### config.mk
export PLATFORM = sky130hd
export DESIGN_NAME = mipsCore
export DESIGN_NICKNAME = d
export VERILOG_FILES = /design/src/design/cpuIsaPkg.sv /design/src/design/cpuPipePkg.sv /design/src/design/pipeIf.sv /design/src/design/decodeStage.sv /design/src/design/executeStage.sv /design/src/design/fetchStage.sv /design/src/design/hazardUnit.sv /design/src/design/memWbStage.sv /design/src/design/mipsCore.sv
export SDC_FILE = /design/constraint.sdc
export NUM_CORES = 2
export LEC_CHECK = 0
export ABC_CLOCK_PERIOD_IN_PS = 16870
export BUFFER_PORTS_ARGS = -buffer_cell sky130_fd_sc_hd__buf_2
export CORE_MARGIN = 4
export CORE_UTILIZATION = 57
export DETAILED_ROUTE_END_ITERATION = 10
export PLACE_DENSITY = 0.77
export SYNTH_ARGS = -nofsm -noshare
export SYNTH_HDL_FRONTEND = slang
export SYNTH_SLANG_ARGS = --single-unit
### constraint.sdc
create_clock -name clk -period 16.87 [get_ports clk]
set_input_delay 0.8435 -clock clk [delete_from_list [all_inputs] [get_ports clk]]
set_output_delay 0.8435 -clock clk [all_outputs]
set_load 0.05 [all_outputs]
### src/design/cpuIsaPkg.sv
package cpuIsaPkg;

    typedef logic [31:0] word_t;
    typedef logic [31:0] addr_t;
    typedef logic [4:0]  regAddr_t;

    // bit positions of the instruction fields
    localparam int OPC_POS   = 26;
    localparam int RS_POS    = 21;
    localparam int RT_POS    = 16;
    localparam int RD_POS    = 11;
    localparam int SHAMT_POS = 6;
    localparam int FN_POS    = 0;
    localparam int IMM_POS   = 0;    // imm16, low half

    localparam logic [5:0] OP_SPECIAL = 6'h00;
    localparam logic [5:0] OP_J       = 6'h02;
    localparam logic [5:0] OP_JAL     = 6'h03;
    localparam logic [5:0] OP_BEQ     = 6'h04;
    localparam logic [5:0] OP_BNE     = 6'h05;
    localparam logic [5:0] OP_ADDIU   = 6'h09;
    localparam logic [5:0] OP_SLTI    = 6'h0A;
    localparam logic [5:0] OP_ANDI    = 6'h0C;
    localparam logic [5:0] OP_ORI     = 6'h0D;
    localparam logic [5:0] OP_LUI     = 6'h0F;
    localparam logic [5:0] OP_LW      = 6'h23;
    localparam logic [5:0] OP_SW      = 6'h2B;

    // funct codes under OP_SPECIAL
    localparam logic [5:0] FN_SLL  = 6'h00;
    localparam logic [5:0] FN_SRL  = 6'h02;
    localparam logic [5:0] FN_ADDU = 6'h21;
    localparam logic [5:0] FN_SUBU = 6'h23;
    localparam logic [5:0] FN_AND  = 6'h24;
    localparam logic [5:0] FN_OR   = 6'h25;
    localparam logic [5:0] FN_XOR  = 6'h26;
    localparam logic [5:0] FN_SLT  = 6'h2A;
    localparam logic [5:0] FN_SLTU = 6'h2B;

    localparam regAddr_t REG_RA = 5'd31;    // jal link register

endpackage

### src/design/cpuPipePkg.sv
package cpuPipePkg;

    typedef logic [3:0] aluOp_t;

    localparam aluOp_t ALU_ADD  = 4'd0;
    localparam aluOp_t ALU_SUB  = 4'd1;
    localparam aluOp_t ALU_AND  = 4'd2;
    localparam aluOp_t ALU_OR   = 4'd3;
    localparam aluOp_t ALU_XOR  = 4'd4;
    localparam aluOp_t ALU_SLT  = 4'd5;
    localparam aluOp_t ALU_SLTU = 4'd6;
    localparam aluOp_t ALU_SLL  = 4'd7;
    localparam aluOp_t ALU_SRL  = 4'd8;
    localparam aluOp_t ALU_LUI  = 4'd9;

    // conditional branch kind, compared in execute
    typedef logic [1:0] brKind_t;

    localparam brKind_t BR_NONE = 2'd0;
    localparam brKind_t BR_BEQ  = 2'd1;
    localparam brKind_t BR_BNE  = 2'd2;

    // where a decode operand comes from
    typedef logic [1:0] fwdSel_t;

    localparam fwdSel_t FWD_RF  = 2'd0;
    localparam fwdSel_t FWD_EX  = 2'd1;
    localparam fwdSel_t FWD_MEM = 2'd2;
    localparam fwdSel_t FWD_WB  = 2'd3;

endpackage

### src/design/pipeIf.sv
`timescale 1ns/1ns

// decode to execute bundle, valid for the instruction now in decode
interface decExIf import cpuIsaPkg::*, cpuPipePkg::*; ();
    logic       valid;
    addr_t      pc;
    word_t      opA;
    word_t      opB;
    word_t      imm;
    logic [4:0] shamt;
    aluOp_t     aluOp;
    logic       useImm;
    regAddr_t   destReg;
    logic       regWrite;
    logic       memRead;
    logic       memWrite;
    word_t      storeData;
    brKind_t    brKind;
    addr_t      branchTarget;

    modport dec (output valid, pc, opA, opB, imm, shamt, aluOp, useImm, destReg, regWrite,
                 memRead, memWrite, storeData, brKind, branchTarget);
    modport ex  (input valid, pc, opA, opB, imm, shamt, aluOp, useImm, destReg, regWrite,
                 memRead, memWrite, storeData, brKind, branchTarget);
endinterface

interface exMemIf import cpuIsaPkg::*; ();
    logic     valid;
    addr_t    pc;
    word_t    result;     // alu result, also the data address
    word_t    storeData;
    regAddr_t destReg;
    logic     regWrite;
    logic     memRead;
    logic     memWrite;

    modport ex  (output valid, pc, result, storeData, destReg, regWrite, memRead, memWrite);
    modport mem (input valid, pc, result, storeData, destReg, regWrite, memRead, memWrite);
endinterface

interface hazardCtrlIf import cpuPipePkg::*; ();
    logic    stallFetch;
    logic    stallDecode;
    logic    freeze;          // external stall, whole pipe holds
    logic    flushDecode;
    logic    flushExecute;
    fwdSel_t fwdA;
    fwdSel_t fwdB;

    modport ctrl  (output stallFetch, stallDecode, freeze, flushDecode, flushExecute, fwdA, fwdB);
    modport stage (input stallFetch, stallDecode, freeze, flushDecode, flushExecute, fwdA, fwdB);
endinterface

### src/design/decodeStage.sv
`timescale 1ns/1ns

module decodeStage import cpuIsaPkg::*, cpuPipePkg::*; (
    input  logic       clk,
    input  logic       arstN_i,
    hazardCtrlIf.stage ctrl,
    input  addr_t      fetchPc_i,
    input  word_t      fetchInstr_i,
    input  word_t      exResult_i,
    input  word_t      memResult_i,
    input  word_t      wbResult_i,
    input  logic       wbWrite_i,
    input  regAddr_t   wbReg_i,
    output regAddr_t   rsAddr_o,
    output regAddr_t   rtAddr_o,
    output logic       jumpTaken_o,
    output addr_t      jumpTarget_o,
    decExIf.dec        out
);
    logic       decValid;
    addr_t      decPc;
    word_t      decInstr;
    word_t      regFile [32];
    logic [5:0] opcode;
    logic [5:0] funct;
    regAddr_t   rd;
    word_t      rsRf, rtRf;
    word_t      rsVal, rtVal;
    word_t      extImm;
    addr_t      pcPlus4;
    logic       signExt;
    logic       isJump;
    logic       isLink;

    function automatic word_t fwdPick(fwdSel_t sel, word_t rfVal, word_t exVal,
                                      word_t memVal, word_t wbVal);
        case (sel)
            FWD_EX:  return exVal;
            FWD_MEM: return memVal;
            FWD_WB:  return wbVal;
            default: return rfVal;
        endcase
    endfunction

    always_ff @(posedge clk or negedge arstN_i) begin
        if (!arstN_i) begin
            decValid <= 1'b0;
        end else if (!ctrl.freeze && !ctrl.stallDecode) begin
            decValid <= !ctrl.flushDecode;   // wrong-path slot after a taken branch
        end
    end

    always_ff @(posedge clk) begin
        if (!ctrl.freeze && !ctrl.stallDecode) begin
            decPc    <= fetchPc_i;
            decInstr <= fetchInstr_i;
        end
    end

    // register file, memWbStage never asks to write r0
    always_ff @(posedge clk) begin
        if (wbWrite_i) begin
            regFile[wbReg_i] <= wbResult_i;
        end
    end

    assign opcode   = decInstr[OPC_POS +: 6];
    assign funct    = decInstr[FN_POS +: 6];
    assign rsAddr_o = decInstr[RS_POS +: 5];
    assign rtAddr_o = decInstr[RT_POS +: 5];
    assign rd       = decInstr[RD_POS +: 5];
    assign pcPlus4  = decPc + 32'd4;

    always_comb begin
        out.aluOp    = ALU_ADD;
        out.useImm   = 1'b1;
        out.destReg  = rtAddr_o;     // i-type writes rt
        out.regWrite = 1'b0;
        out.memRead  = 1'b0;
        out.memWrite = 1'b0;
        out.brKind   = BR_NONE;
        signExt      = 1'b1;
        isJump       = 1'b0;
        isLink       = 1'b0;
        case (opcode)
            OP_SPECIAL: begin
                out.useImm   = 1'b0;
                out.destReg  = rd;
                out.regWrite = 1'b1;
                case (funct)
                    FN_SLL:  out.aluOp = ALU_SLL;
                    FN_SRL:  out.aluOp = ALU_SRL;
                    FN_ADDU: out.aluOp = ALU_ADD;
                    FN_SUBU: out.aluOp = ALU_SUB;
                    FN_AND:  out.aluOp = ALU_AND;
                    FN_OR:   out.aluOp = ALU_OR;
                    FN_XOR:  out.aluOp = ALU_XOR;
                    FN_SLT:  out.aluOp = ALU_SLT;
                    FN_SLTU: out.aluOp = ALU_SLTU;
                    default: out.regWrite = 1'b0;
                endcase
            end
            OP_ADDIU: out.regWrite = 1'b1;
            OP_SLTI: begin
                out.aluOp    = ALU_SLT;
                out.regWrite = 1'b1;
            end
            OP_ANDI: begin
                out.aluOp    = ALU_AND;
                out.regWrite = 1'b1;
                signExt      = 1'b0;
            end
            OP_ORI: begin
                out.aluOp    = ALU_OR;
                out.regWrite = 1'b1;
                signExt      = 1'b0;
            end
            OP_LUI: begin
                out.aluOp    = ALU_LUI;
                out.regWrite = 1'b1;
            end
            OP_LW: begin
                out.memRead  = 1'b1;
                out.regWrite = 1'b1;
            end
            OP_SW:  out.memWrite = 1'b1;
            OP_BEQ: out.brKind   = BR_BEQ;
            OP_BNE: out.brKind   = BR_BNE;
            OP_J:   isJump       = 1'b1;
            OP_JAL: begin
                isJump       = 1'b1;
                isLink       = 1'b1;
                out.regWrite = 1'b1;
                out.destReg  = REG_RA;
            end
            default: ;    // unknown opcode, no-op
        endcase
    end

    // a same-cycle writeback arrives through the wb forward
    assign rsRf = (rsAddr_o == '0) ? '0 : regFile[rsAddr_o];
    assign rtRf = (rtAddr_o == '0) ? '0 : regFile[rtAddr_o];

    assign rsVal  = fwdPick(ctrl.fwdA, rsRf, exResult_i, memResult_i, wbResult_i);
    assign rtVal  = fwdPick(ctrl.fwdB, rtRf, exResult_i, memResult_i, wbResult_i);
    assign extImm = signExt ? {{16{decInstr[IMM_POS + 15]}}, decInstr[IMM_POS +: 16]} :
                              {16'h0, decInstr[IMM_POS +: 16]};

    assign out.valid        = decValid;
    assign out.pc           = decPc;
    assign out.opA          = isLink ? decPc + 32'd8 : rsVal;   // jal link via alu add
    assign out.opB          = rtVal;
    assign out.imm          = isLink ? '0 : extImm;
    assign out.shamt        = decInstr[SHAMT_POS +: 5];
    assign out.storeData    = rtVal;
    assign out.branchTarget = pcPlus4 + {extImm[29:0], 2'b00};

    assign jumpTaken_o  = decValid & isJump;
    assign jumpTarget_o = {pcPlus4[31:28], decInstr[25:0], 2'b00};

endmodule

### src/design/executeStage.sv
`timescale 1ns/1ns

module executeStage import cpuIsaPkg::*, cpuPipePkg::*; (
    input  logic       clk,
    input  logic       arstN_i,
    hazardCtrlIf.stage ctrl,
    decExIf.ex         in,
    exMemIf.ex         out,
    output word_t      exResult_o,
    output regAddr_t   exDestReg_o,
    output logic       exRegWrite_o,
    output logic       exIsLoad_o,
    output logic       branchTaken_o,
    output addr_t      branchTarget_o
);
    logic       exValid;
    addr_t      exPc;
    addr_t      exBrTarget;
    word_t      exOpA, exOpB, exImm, exStore;
    word_t      aluB;
    word_t      aluRes;
    logic [4:0] exShamt;
    aluOp_t     exAluOp;
    logic       exUseImm;
    logic       exRegWrite;
    logic       exMemRead;
    logic       exMemWrite;
    regAddr_t   exDest;
    brKind_t    exBrKind;

    always_ff @(posedge clk or negedge arstN_i) begin
        if (!arstN_i) begin
            exValid <= 1'b0;
        end else if (!ctrl.freeze) begin
            exValid <= in.valid && !ctrl.flushExecute;   // load-use bubble
        end
    end

    // controls below only count while exValid is set
    always_ff @(posedge clk) begin
        if (!ctrl.freeze) begin
            exPc       <= in.pc;
            exOpA      <= in.opA;
            exOpB      <= in.opB;
            exImm      <= in.imm;
            exShamt    <= in.shamt;
            exAluOp    <= in.aluOp;
            exUseImm   <= in.useImm;
            exDest     <= in.destReg;
            exRegWrite <= in.regWrite;
            exMemRead  <= in.memRead;
            exMemWrite <= in.memWrite;
            exStore    <= in.storeData;
            exBrKind   <= in.brKind;
            exBrTarget <= in.branchTarget;
        end
    end

    assign aluB = exUseImm ? exImm : exOpB;

    always_comb begin
        case (exAluOp)
            ALU_ADD:  aluRes = exOpA + aluB;
            ALU_SUB:  aluRes = exOpA - aluB;
            ALU_AND:  aluRes = exOpA & aluB;
            ALU_OR:   aluRes = exOpA | aluB;
            ALU_XOR:  aluRes = exOpA ^ aluB;
            ALU_SLT:  aluRes = {31'b0, $signed(exOpA) < $signed(aluB)};
            ALU_SLTU: aluRes = {31'b0, exOpA < aluB};
            ALU_SLL:  aluRes = exOpB << exShamt;    // shifts act on rt
            ALU_SRL:  aluRes = exOpB >> exShamt;
            ALU_LUI:  aluRes = {aluB[15:0], 16'h0};
            default:  aluRes = '0;
        endcase
    end

    always_comb begin
        case (exBrKind)
            BR_BEQ:  branchTaken_o = exValid && (exOpA == exOpB);
            BR_BNE:  branchTaken_o = exValid && (exOpA != exOpB);
            default: branchTaken_o = 1'b0;
        endcase
    end

    assign branchTarget_o = exBrTarget;
    assign exResult_o     = aluRes;
    assign exDestReg_o    = exDest;
    assign exRegWrite_o   = exValid & exRegWrite;
    assign exIsLoad_o     = exValid & exMemRead;

    assign out.valid     = exValid;
    assign out.pc        = exPc;
    assign out.result    = aluRes;
    assign out.storeData = exStore;
    assign out.destReg   = exDest;
    assign out.regWrite  = exRegWrite;
    assign out.memRead   = exMemRead;
    assign out.memWrite  = exMemWrite;

endmodule

### src/design/fetchStage.sv
`timescale 1ns/1ns

module fetchStage import cpuIsaPkg::*; #(
    parameter addr_t RESET_PC = 32'hBFC0_0000
) (
    input  logic       clk,
    input  logic       arstN_i,
    hazardCtrlIf.stage ctrl,
    input  logic       branchTaken_i,
    input  addr_t      branchTarget_i,
    input  logic       jumpTaken_i,
    input  addr_t      jumpTarget_i,
    output addr_t      instrAddr_o,
    output logic       instrEn_o,
    input  word_t      instr_i,
    output addr_t      fetchPc_o,
    output word_t      fetchInstr_o
);
    addr_t pc;
    addr_t nextPc;

    // a taken branch in execute wins over a jump sitting in its delay slot
    assign nextPc = branchTaken_i ? branchTarget_i :
                    jumpTaken_i   ? jumpTarget_i   : pc + 32'd4;

    always_ff @(posedge clk or negedge arstN_i) begin
        if (!arstN_i) begin
            pc <= RESET_PC;
        end else if (!ctrl.freeze && !ctrl.stallFetch) begin
            pc <= nextPc;
        end
    end

    assign instrAddr_o  = pc;
    assign instrEn_o    = ~ctrl.stallDecode;   // no new fetch while decode holds
    assign fetchPc_o    = pc;
    assign fetchInstr_o = instr_i;

endmodule

### src/design/hazardUnit.sv
`timescale 1ns/1ns

module hazardUnit import cpuIsaPkg::*, cpuPipePkg::*; (
    input  logic      instrStall_i,
    input  logic      dataStall_i,
    input  regAddr_t  rsAddr_i,
    input  regAddr_t  rtAddr_i,
    input  regAddr_t  exDestReg_i,
    input  logic      exRegWrite_i,
    input  logic      exIsLoad_i,
    input  regAddr_t  memDestReg_i,
    input  logic      memRegWrite_i,
    input  regAddr_t  wbReg_i,
    input  logic      wbWrite_i,
    input  logic      branchTaken_i,
    hazardCtrlIf.ctrl ctrl
);
    logic loadUse;

    // youngest producer wins, r0 always reads the file
    function automatic fwdSel_t pickSrc(regAddr_t src);
        if (src == '0) return FWD_RF;
        if (exRegWrite_i && exDestReg_i == src) return FWD_EX;
        if (memRegWrite_i && memDestReg_i == src) return FWD_MEM;
        if (wbWrite_i && wbReg_i == src) return FWD_WB;
        return FWD_RF;
    endfunction

    always_comb begin
        ctrl.fwdA = pickSrc(rsAddr_i);
        ctrl.fwdB = pickSrc(rtAddr_i);
    end

    // load result not there until the memory cycle
    assign loadUse = exIsLoad_i && (exDestReg_i != '0) &&
                     (exDestReg_i == rsAddr_i || exDestReg_i == rtAddr_i);

    assign ctrl.freeze       = instrStall_i | dataStall_i;
    assign ctrl.stallFetch   = loadUse;
    assign ctrl.stallDecode  = loadUse;
    assign ctrl.flushExecute = loadUse;
    assign ctrl.flushDecode  = branchTaken_i;   // drop the instruction behind the delay slot

endmodule

### src/design/memWbStage.sv
`timescale 1ns/1ns

module memWbStage import cpuIsaPkg::*; (
    input  logic       clk,
    input  logic       arstN_i,
    hazardCtrlIf.stage ctrl,
    exMemIf.mem        in,
    output logic       dataEn_o,
    output logic       dataWe_o,
    output addr_t      dataAddr_o,
    output word_t      dataWdata_o,
    input  word_t      dataRdata_i,
    output word_t      memResult_o,
    output regAddr_t   memDestReg_o,
    output logic       memRegWrite_o,
    output word_t      wbResult_o,
    output regAddr_t   wbReg_o,
    output logic       wbWrite_o,
    output logic       dbgWbValid_o,
    output addr_t      dbgWbPc_o
);
    logic     memValid, memRegWrite, memRead, memWrite;
    addr_t    memPc;
    word_t    memAlu;
    word_t    memStore;
    regAddr_t memDest;
    logic     wbValid, wbRegWrite;
    addr_t    wbPc;
    word_t    wbData;
    regAddr_t wbDest;

    always_ff @(posedge clk or negedge arstN_i) begin
        if (!arstN_i) begin
            memValid <= 1'b0;
            wbValid  <= 1'b0;
        end else if (!ctrl.freeze) begin
            memValid <= in.valid;
            wbValid  <= memValid;
        end
    end

    always_ff @(posedge clk) begin
        if (!ctrl.freeze) begin
            memPc       <= in.pc;
            memAlu      <= in.result;
            memStore    <= in.storeData;
            memDest     <= in.destReg;
            memRegWrite <= in.regWrite;
            memRead     <= in.memRead;
            memWrite    <= in.memWrite;
            wbPc        <= memPc;
            wbData      <= memResult_o;
            wbDest      <= memDest;
            wbRegWrite  <= memRegWrite;
        end
    end

    // data port, read data comes back in the same cycle
    assign dataEn_o      = memValid & (memRead | memWrite);
    assign dataWe_o      = memValid & memWrite;
    assign dataAddr_o    = memAlu;
    assign dataWdata_o   = memStore;
    assign memResult_o   = memRead ? dataRdata_i : memAlu;
    assign memDestReg_o  = memDest;
    assign memRegWrite_o = memValid & memRegWrite;

    assign wbWrite_o    = wbValid & wbRegWrite & (wbDest != '0);
    assign wbResult_o   = wbData;
    assign wbReg_o      = wbDest;
    assign dbgWbValid_o = wbWrite_o & ~ctrl.freeze;   // one pulse per retirement
    assign dbgWbPc_o    = wbPc;

endmodule

### src/design/mipsCore.sv
`timescale 1ns/1ns

module mipsCore import cpuIsaPkg::*; #(
    parameter addr_t RESET_PC = 32'hBFC0_0000
) (
    input  logic     clk,
    input  logic     arstN_i,
    output addr_t    instrAddr_o,
    output logic     instrEn_o,
    input  word_t    instr_i,
    input  logic     instrStall_i,
    output logic     dataEn_o,
    output logic     dataWe_o,
    output addr_t    dataAddr_o,
    output word_t    dataWdata_o,
    input  word_t    dataRdata_i,
    input  logic     dataStall_i,
    output logic     dbgWbValid_o,
    output addr_t    dbgWbPc_o,
    output regAddr_t dbgWbReg_o,
    output word_t    dbgWbData_o
);
    decExIf      decEx ();
    exMemIf      exMem ();
    hazardCtrlIf hzd ();

    addr_t    fetchPc, branchTarget, jumpTarget;
    word_t    fetchInstr, exResult, memResult, wbResult;
    logic     branchTaken, jumpTaken;
    logic     exRegWrite, exIsLoad, memRegWrite, wbWrite;
    regAddr_t rsAddr, rtAddr, exDestReg, memDestReg, wbReg;

    assign dbgWbReg_o  = wbReg;
    assign dbgWbData_o = wbResult;

    fetchStage #(.RESET_PC(RESET_PC)) u_fetch (
        .clk(clk), .arstN_i(arstN_i), .ctrl(hzd.stage),
        .branchTaken_i(branchTaken), .branchTarget_i(branchTarget),
        .jumpTaken_i(jumpTaken), .jumpTarget_i(jumpTarget),
        .instrAddr_o(instrAddr_o), .instrEn_o(instrEn_o), .instr_i(instr_i),
        .fetchPc_o(fetchPc), .fetchInstr_o(fetchInstr)
    );

    decodeStage u_decode (
        .clk(clk), .arstN_i(arstN_i), .ctrl(hzd.stage),
        .fetchPc_i(fetchPc), .fetchInstr_i(fetchInstr),
        .exResult_i(exResult), .memResult_i(memResult), .wbResult_i(wbResult),
        .wbWrite_i(wbWrite), .wbReg_i(wbReg),
        .rsAddr_o(rsAddr), .rtAddr_o(rtAddr),
        .jumpTaken_o(jumpTaken), .jumpTarget_o(jumpTarget), .out(decEx.dec)
    );

    executeStage u_execute (
        .clk(clk), .arstN_i(arstN_i), .ctrl(hzd.stage),
        .in(decEx.ex), .out(exMem.ex),
        .exResult_o(exResult), .exDestReg_o(exDestReg),
        .exRegWrite_o(exRegWrite), .exIsLoad_o(exIsLoad),
        .branchTaken_o(branchTaken), .branchTarget_o(branchTarget)
    );

    memWbStage u_memWb (
        .clk(clk), .arstN_i(arstN_i), .ctrl(hzd.stage), .in(exMem.mem),
        .dataEn_o(dataEn_o), .dataWe_o(dataWe_o), .dataAddr_o(dataAddr_o),
        .dataWdata_o(dataWdata_o), .dataRdata_i(dataRdata_i),
        .memResult_o(memResult), .memDestReg_o(memDestReg), .memRegWrite_o(memRegWrite),
        .wbResult_o(wbResult), .wbReg_o(wbReg), .wbWrite_o(wbWrite),
        .dbgWbValid_o(dbgWbValid_o), .dbgWbPc_o(dbgWbPc_o)
    );

    hazardUnit u_hazard (
        .instrStall_i(instrStall_i), .dataStall_i(dataStall_i),
        .rsAddr_i(rsAddr), .rtAddr_i(rtAddr),
        .exDestReg_i(exDestReg), .exRegWrite_i(exRegWrite), .exIsLoad_i(exIsLoad),
        .memDestReg_i(memDestReg), .memRegWrite_i(memRegWrite),
        .wbReg_i(wbReg), .wbWrite_i(wbWrite),
        .branchTaken_i(branchTaken), .ctrl(hzd.ctrl)
    );

endmodule

Word-level counts from Yosys, hierarchy flattened
Memory sizes are Yosys's and may differ from the RTL's. A register that Yosys moved wholly into a read port is not among the register bits.
Index checks and enable logic that the tools add are counted.
{"block": "op_classes", "muxes": 63, "mul": 0, "n_addsub": 6, "div": 0, "bitwise_logic": 16, "n_lt_le_gt_ge": 2, "n_reduce_logical": 28, "shift": 2, "eq_ne": 44}
{"cell": "32-bit one-hot mux with 10 select lines", "n": 1}
{"cell": "32-bit two-way mux", "n": 7}
{"cell": "32-bit one-hot mux with 3 select lines", "n": 2}
{"cell": "32-bit by 3-bit adder with 32-bit output (second input constant)", "n": 2}
{"cell": "32-bit adder", "n": 2}
{"cell": "32-bit < comparator", "n": 2}
{"cell": "6-bit equality test (second input constant)", "n": 9}
{"cell": "32-bit by 4-bit adder with 32-bit output (second input constant)", "n": 1}
{"cell": "32-bit AND", "n": 1}
{"cell": "32-bit equality test", "n": 1}
{"cell": "2-bit two-way mux", "n": 16}
{"cell": "32-bit inequality test", "n": 1}
{"cell": "32-bit OR", "n": 1}
{"cell": "4-bit one-hot mux with 8 select lines", "n": 1}
{"cell": "32-bit by 5-bit left shift with 32-bit output", "n": 1}
{"cell": "32-bit by 5-bit right shift with 32-bit output", "n": 1}
{"cell": "32-bit subtractor", "n": 1}
{"cell": "32-bit bitwise XOR", "n": 1}
{"cell": "5-bit equality test", "n": 6}
{"cell": "6-bit by 4-bit equality test with 1-bit output (second input constant)", "n": 5}
{"cell": "30-bit two-way mux", "n": 1}
{"cell": "1-bit two-way mux", "n": 28}
{"cell": "4-bit one-hot mux with 5 select lines", "n": 1}
{"cell": "6-bit by 2-bit equality test with 1-bit output (second input constant)", "n": 3}
{"cell": "25 further kinds", "n": 66}
{"block": "word_totals", "latch_bits": 0, "word_cells": 194, "mem_bits_ro": 0, "register_bits": 453, "input_bits": 68, "output_inout_bits": 169, "n_memories": 1, "ramBits": 1024}
{"memory": "u_decode.regFile", "words": 32, "width": 32, "read_ports": 2, "rd_ports_with_merged_regs": 2, "write_ports": 1, "line_no": "decodeStage.sv:23", "text": "word_t regFile [32];"}

Longest topological paths before layout
{"block": "depth", "depth_word": 16, "ltp_mapped": 20, "depth_no_buf": 19}

Modules after synthesis
Synthesis repeated with hierarchy kept, for this count alone.
{"block": "unflattened", "cells_unflattened": 4992, "area_unflattened_um2": 79442.4}
{"mod": "decodeStage", "instances": 1, "area_each_um2": 54597.4, "seq_area_each_um2": 32896.6, "cells_per_inst": 2854}
{"mod": "executeStage", "instances": 1, "area_each_um2": 15556.2, "seq_area_each_um2": 6391.1, "cells_per_inst": 1498}
{"mod": "memWbStage", "instances": 1, "area_each_um2": 5888.1, "seq_area_each_um2": 5275.1, "cells_per_inst": 223}
{"mod": "fetchStage", "instances": 1, "area_each_um2": 2882.8, "seq_area_each_um2": 812.0, "cells_per_inst": 347}
{"mod": "hazardUnit", "instances": 1, "area_each_um2": 518.0, "seq_area_each_um2": 0.0, "cells_per_inst": 70}

Least setup slack after synthesis
Ideal clock, no wire load.
{"block": "synth_path", "kind": "in2reg", "from": "input port instrStall_i", "to": "register u_decode.decInstr[0] (enable)", "path_slack_ns": -3.546, "t_arrival_ns": 19.962, "path_stages": 4, "t_required_ns": 16.417, "setup_ns": 0.453, "path_buffers": 1, "cell_sequence": "nor2_1 > nand2_1 > inv_1 > buf_1"}
{"block": "synth_between", "elab_chain_cells": 3}
{"item": "start: declaration", "line_no": "mipsCore.sv:11", "text": "input logic instrStall_i,"}
{"item": "1-bit OR", "line_no": "hazardUnit.sv:38", "text": "assign ctrl.freeze = instrStall_i | dataStall_i;"}
{"item": "1-bit zero test"}
{"item": "1-bit logical AND", "line_no": "decodeStage.sv:54", "text": "if (!ctrl.freeze && !ctrl.stallDecode) begin"}
{"item": "end signal: assignment", "line_no": "decodeStage.sv:56", "text": "decInstr <= fetchInstr_i;"}
{"item": "end: declaration", "line_no": "decodeStage.sv:22", "text": "word_t decInstr;"}
Every way passes these cells.
A chain may end at the register's enable or synchronous reset.

==> results_dict.tcl <==
set metrics [dict create \
    hold_class "input port to flop" \
    hold_viol 0 \
    fin_skew_ns 0.0636 \
    vdd_ir_drop_max_v 0.000102 \
    cts-buffers-inserted 152 \
    cp-end-kind "flop" \
    fin_crit_ns 5.59 \
    grt_overflow 0 \
    postSynthAreaPerCell_um2 15.4 \
    synth.distinct_cells 95 \
    r2r_end "u_execute.exOpB[31]" \
    io_buffers 236 \
    synth_area_um2 76700 \
    crit_slowest_cell "buf_4" \
    core_area_um2 134000 \
    outcome "finished, final reports clean" \
    grt_use_total_pct 37.8 \
    route.detailed.drc 0 \
    power_density_nw_per_um2 110 \
    first_global_vias 51300 \
    start_util_pct 57.4 \
    netSwitchingPower_mw 2.60 \
    drt_iter0_drc 8787 \
    vias 52200 \
    crit_chain "buf_4 -> buf_4 -> buf_4 -> mux4_2 -> mux4_2 -> mux2i_1 -> a21oi_1 -> mux2_2 -> nor2_1 -> nor2_1 -> o21a_1" \
    final_cells 7032 \
    clockBufferDepth 3 \
    max_stage_delay_ns 0.80 \
    drv_cap 0 \
    gp_congestion 1.07 \
    dr.pass1.iters 6 \
    ant_nets 0 \
    relSlewSlack_pct 14.0 \
    maxSlewViolCount 0 \
    antenna_found_initial 12 \
    h-tree-depth 4 \
    yosysSeqAreaShare_pct 57.3 \
    fp.dieH_um 375 \
    cp_max_fo 40 \
    min_to "u_decode.decInstr[3]" \
    hp-start "instr_i[3]" \
    p_clk_share_pct 38.6 \
    p_seq_share_pct 46.4 \
    p_leak_nw 29.1 \
    tightest_slew_ns 1.29 \
    rsz0062_at_grt "false" \
    ys_ff_latch 1472 \
    io_pins 237 \
    die_area_um2 140000 \
    avgRoutedWirePerCell_um 38.0 \
    ys.flop_type "edfxtp_1" \
    hold_depth 1 \
    placedCellCount 6751 \
    clock_sinks 1472 \
    drive_above_1_share_pct 26.9 \
    timing.fmax_mhz 179 \
    grt_pass1_wl_um 379000 \
    post-cts-setup-buffers 0 \
    syn_inst 4964 \
    path_clk_slew_ns 0.06 \
    comb_power_share_pct 14.9 \
    grt_max_degree 115 \
    crit_type "flop to flop" \
    holdBufCountCts 0 \
    final_core_util_pct 63.9 \
    worst_skew_pair.late_latency_ns 0.82 \
    viasPerCell 7.42 \
    p_sw_share_pct 27.7 \
    critPathLaunchType "flop" \
    die_width_um 375 \
    rows 134 \
    ys_warn_count 0 \
    ctsResizeCount 0 \
    worstPathArrival_ns 6.15 \
    p_int_mw 6.76 \
    cts_tree "done" \
    async_flop_share_pct 2.45 \
    rrSetupSlack_ns 11.28 \
    syn2layout_area_growth_pct 11.3 \
    cp.required_ns 17.42 \
    fin_crit_sh_pct 33.2 \
    hpwl_um 165000 \
    nets 5340 \
    total_power_mw 9.36 \
    finalSetupTns_ns 0 \
    wl_um 267000 \
    setup_viol 0 \
    synth_edf_count 1426 \
    clock-root-buffer "clkbuf_16" \
    r2r_cells 11 \
    crit_top_cell "buf_4" \
]
## cell type report
cell class	count	area, µm²
antenna	4	10.0
clock buffer	178	3960
clock inverter	99	1400
fill	9175	48300
inverter	150	563
multi-input combinational	2995	31100
sequential	1472	44000
tap	1768	2210
timing repair buffer	366	2170
## through the flow
stage	area [µm²]	setup WS, ns	hold WS [ns]
final	85400	11.28	0.222
after global routing	85400	10.94	0.188
after CTS	85400	11.24	0.175
after detailed placement	80000	11.31	0.405
after global placement	80000	11.41	0.400
after floorplan	76800	3.01	0.400
## power by group through the flow
stage | registers [mW] | logic, mW | clock network [mW]
floorplan | 4.45 | 0.834 | 0
global placement | 4.41 | 1.33 | 0
detailed placement | 4.41 | 1.35 | 0
CTS | 4.34 | 1.37 | 3.64
global route | 4.35 | 1.46 | 3.80
finish | 4.35 | 1.40 | 3.62
## registers in the layout (all words and copies together), names as in the netlist, 32 cells and up, named ones only
signal                    cells
u_decode.regFile           1024
u_execute.exOpB              32
u_memWb.dataWdata_o          32
u_decode.out.pc              32
u_decode.decInstr            32
u_memWb.dataAddr_o           32
u_fetch.fetchPc_o            32
u_execute.exOpA              32
u_memWb.wbResult_o           32
u_execute.branchTarget_o     32
u_memWb.dbgWbPc_o            32
u_memWb.memPc                32
## synthesized netlist by cell type (all sizes together), types with 21 or more instances
cell | number | area share, %
and3 | 27 | 0.23
xor2 | 73 | 0.83
mux2 | 55 | 0.81
nand2b | 21 | 0.17
inv | 150 | 0.73
ha | 132 | 2.2
nand2 | 243 | 1.2
clkbuf | 266 | 1.3
xnor2 | 102 | 1.2
nor3 | 63 | 0.41
edfxtp | 1426 | 56
buf | 112 | 0.67
o211ai | 26 | 0.25
mux2i | 184 | 2.4
nand3 | 64 | 0.42
nand4 | 42 | 0.34
a211oi | 81 | 0.79
mux4 | 674 | 20
a21o | 28 | 0.27
a21oi | 241 | 1.6
nor2 | 277 | 1.4
o21ai | 188 | 1.2
a221oi | 51 | 0.58
and2 | 32 | 0.26
o22ai | 25 | 0.20
nor2b | 30 | 0.24
dfrtp | 27 | 0.88
## per-layer routing
metal | GRT usage, % | part of all wire [%] | vias to the layer above
li1 | - | - | 20400
met1 | 48.4 | 34 | 26200
met2 | 58.2 | 46 | 4545
met3 | 9.46 | 12 | 988
met4 | 24.5 | 7.8 | 8
met5 | 0.309 | 0.039 | -
## cell usage in the layout (no fill, tap or decap), drive strengths merged, types with 64 or more instances in the layout
cell	instances
edfxtp	1426
mux4	674
buf	366
nor2	277
nand2	243
a21oi	241
o21ai	188
mux2i	184
clkbuf	178
inv	153
ha	132
xnor2	102
a211oi	81
xor2	73
nand3	64
## critical path, delay by kind of cell, from the launching register on
| family | cells | cell delay (ns) |
|---|---|---|
| compound gates | 2 | 0.30 |
| mux | 4 | 1.82 |
| simple gates | 2 | 0.17 |
| buf+inv | 3 | 2.27 |
| flops | 1 | 0.60 |
## how the worst max path moves through the flow
stage | startpoint | to | slack [ns] | depth (start not counted)
detailed placement | flop | u_execute.exOpB[31] | 11.31 | 11
floorplan | instrStall_i | u_decode.decInstr[0] | 3.01 | 4
global route | flop | u_execute.exOpB[31] | 10.94 | 11
finish | flop | u_execute.exOpB[31] | 11.28 | 11
global placement | flop | u_execute.exOpB[31] | 11.41 | 11
CTS | flop | u_execute.exOpB[31] | 11.24 | 11
## cells by family (layout without fill, tap and decap cells)
family,count (synthesis),in the layout,synth area share (%)
AND/OR/NAND/NOR,879,879,5.40
AO/OA/AOI/OAI,861,861,7.36
flip-flops,1472,1472,57.3
buffers and inverters,528,793,2.70
adder cells (fa/ha/maj),135,135,2.23
other,1,36,0.00489
XOR/XNOR,175,175,2.00
multiplexers,913,913,23.0
Note: power is estimated with default switching activity, not from simulation.
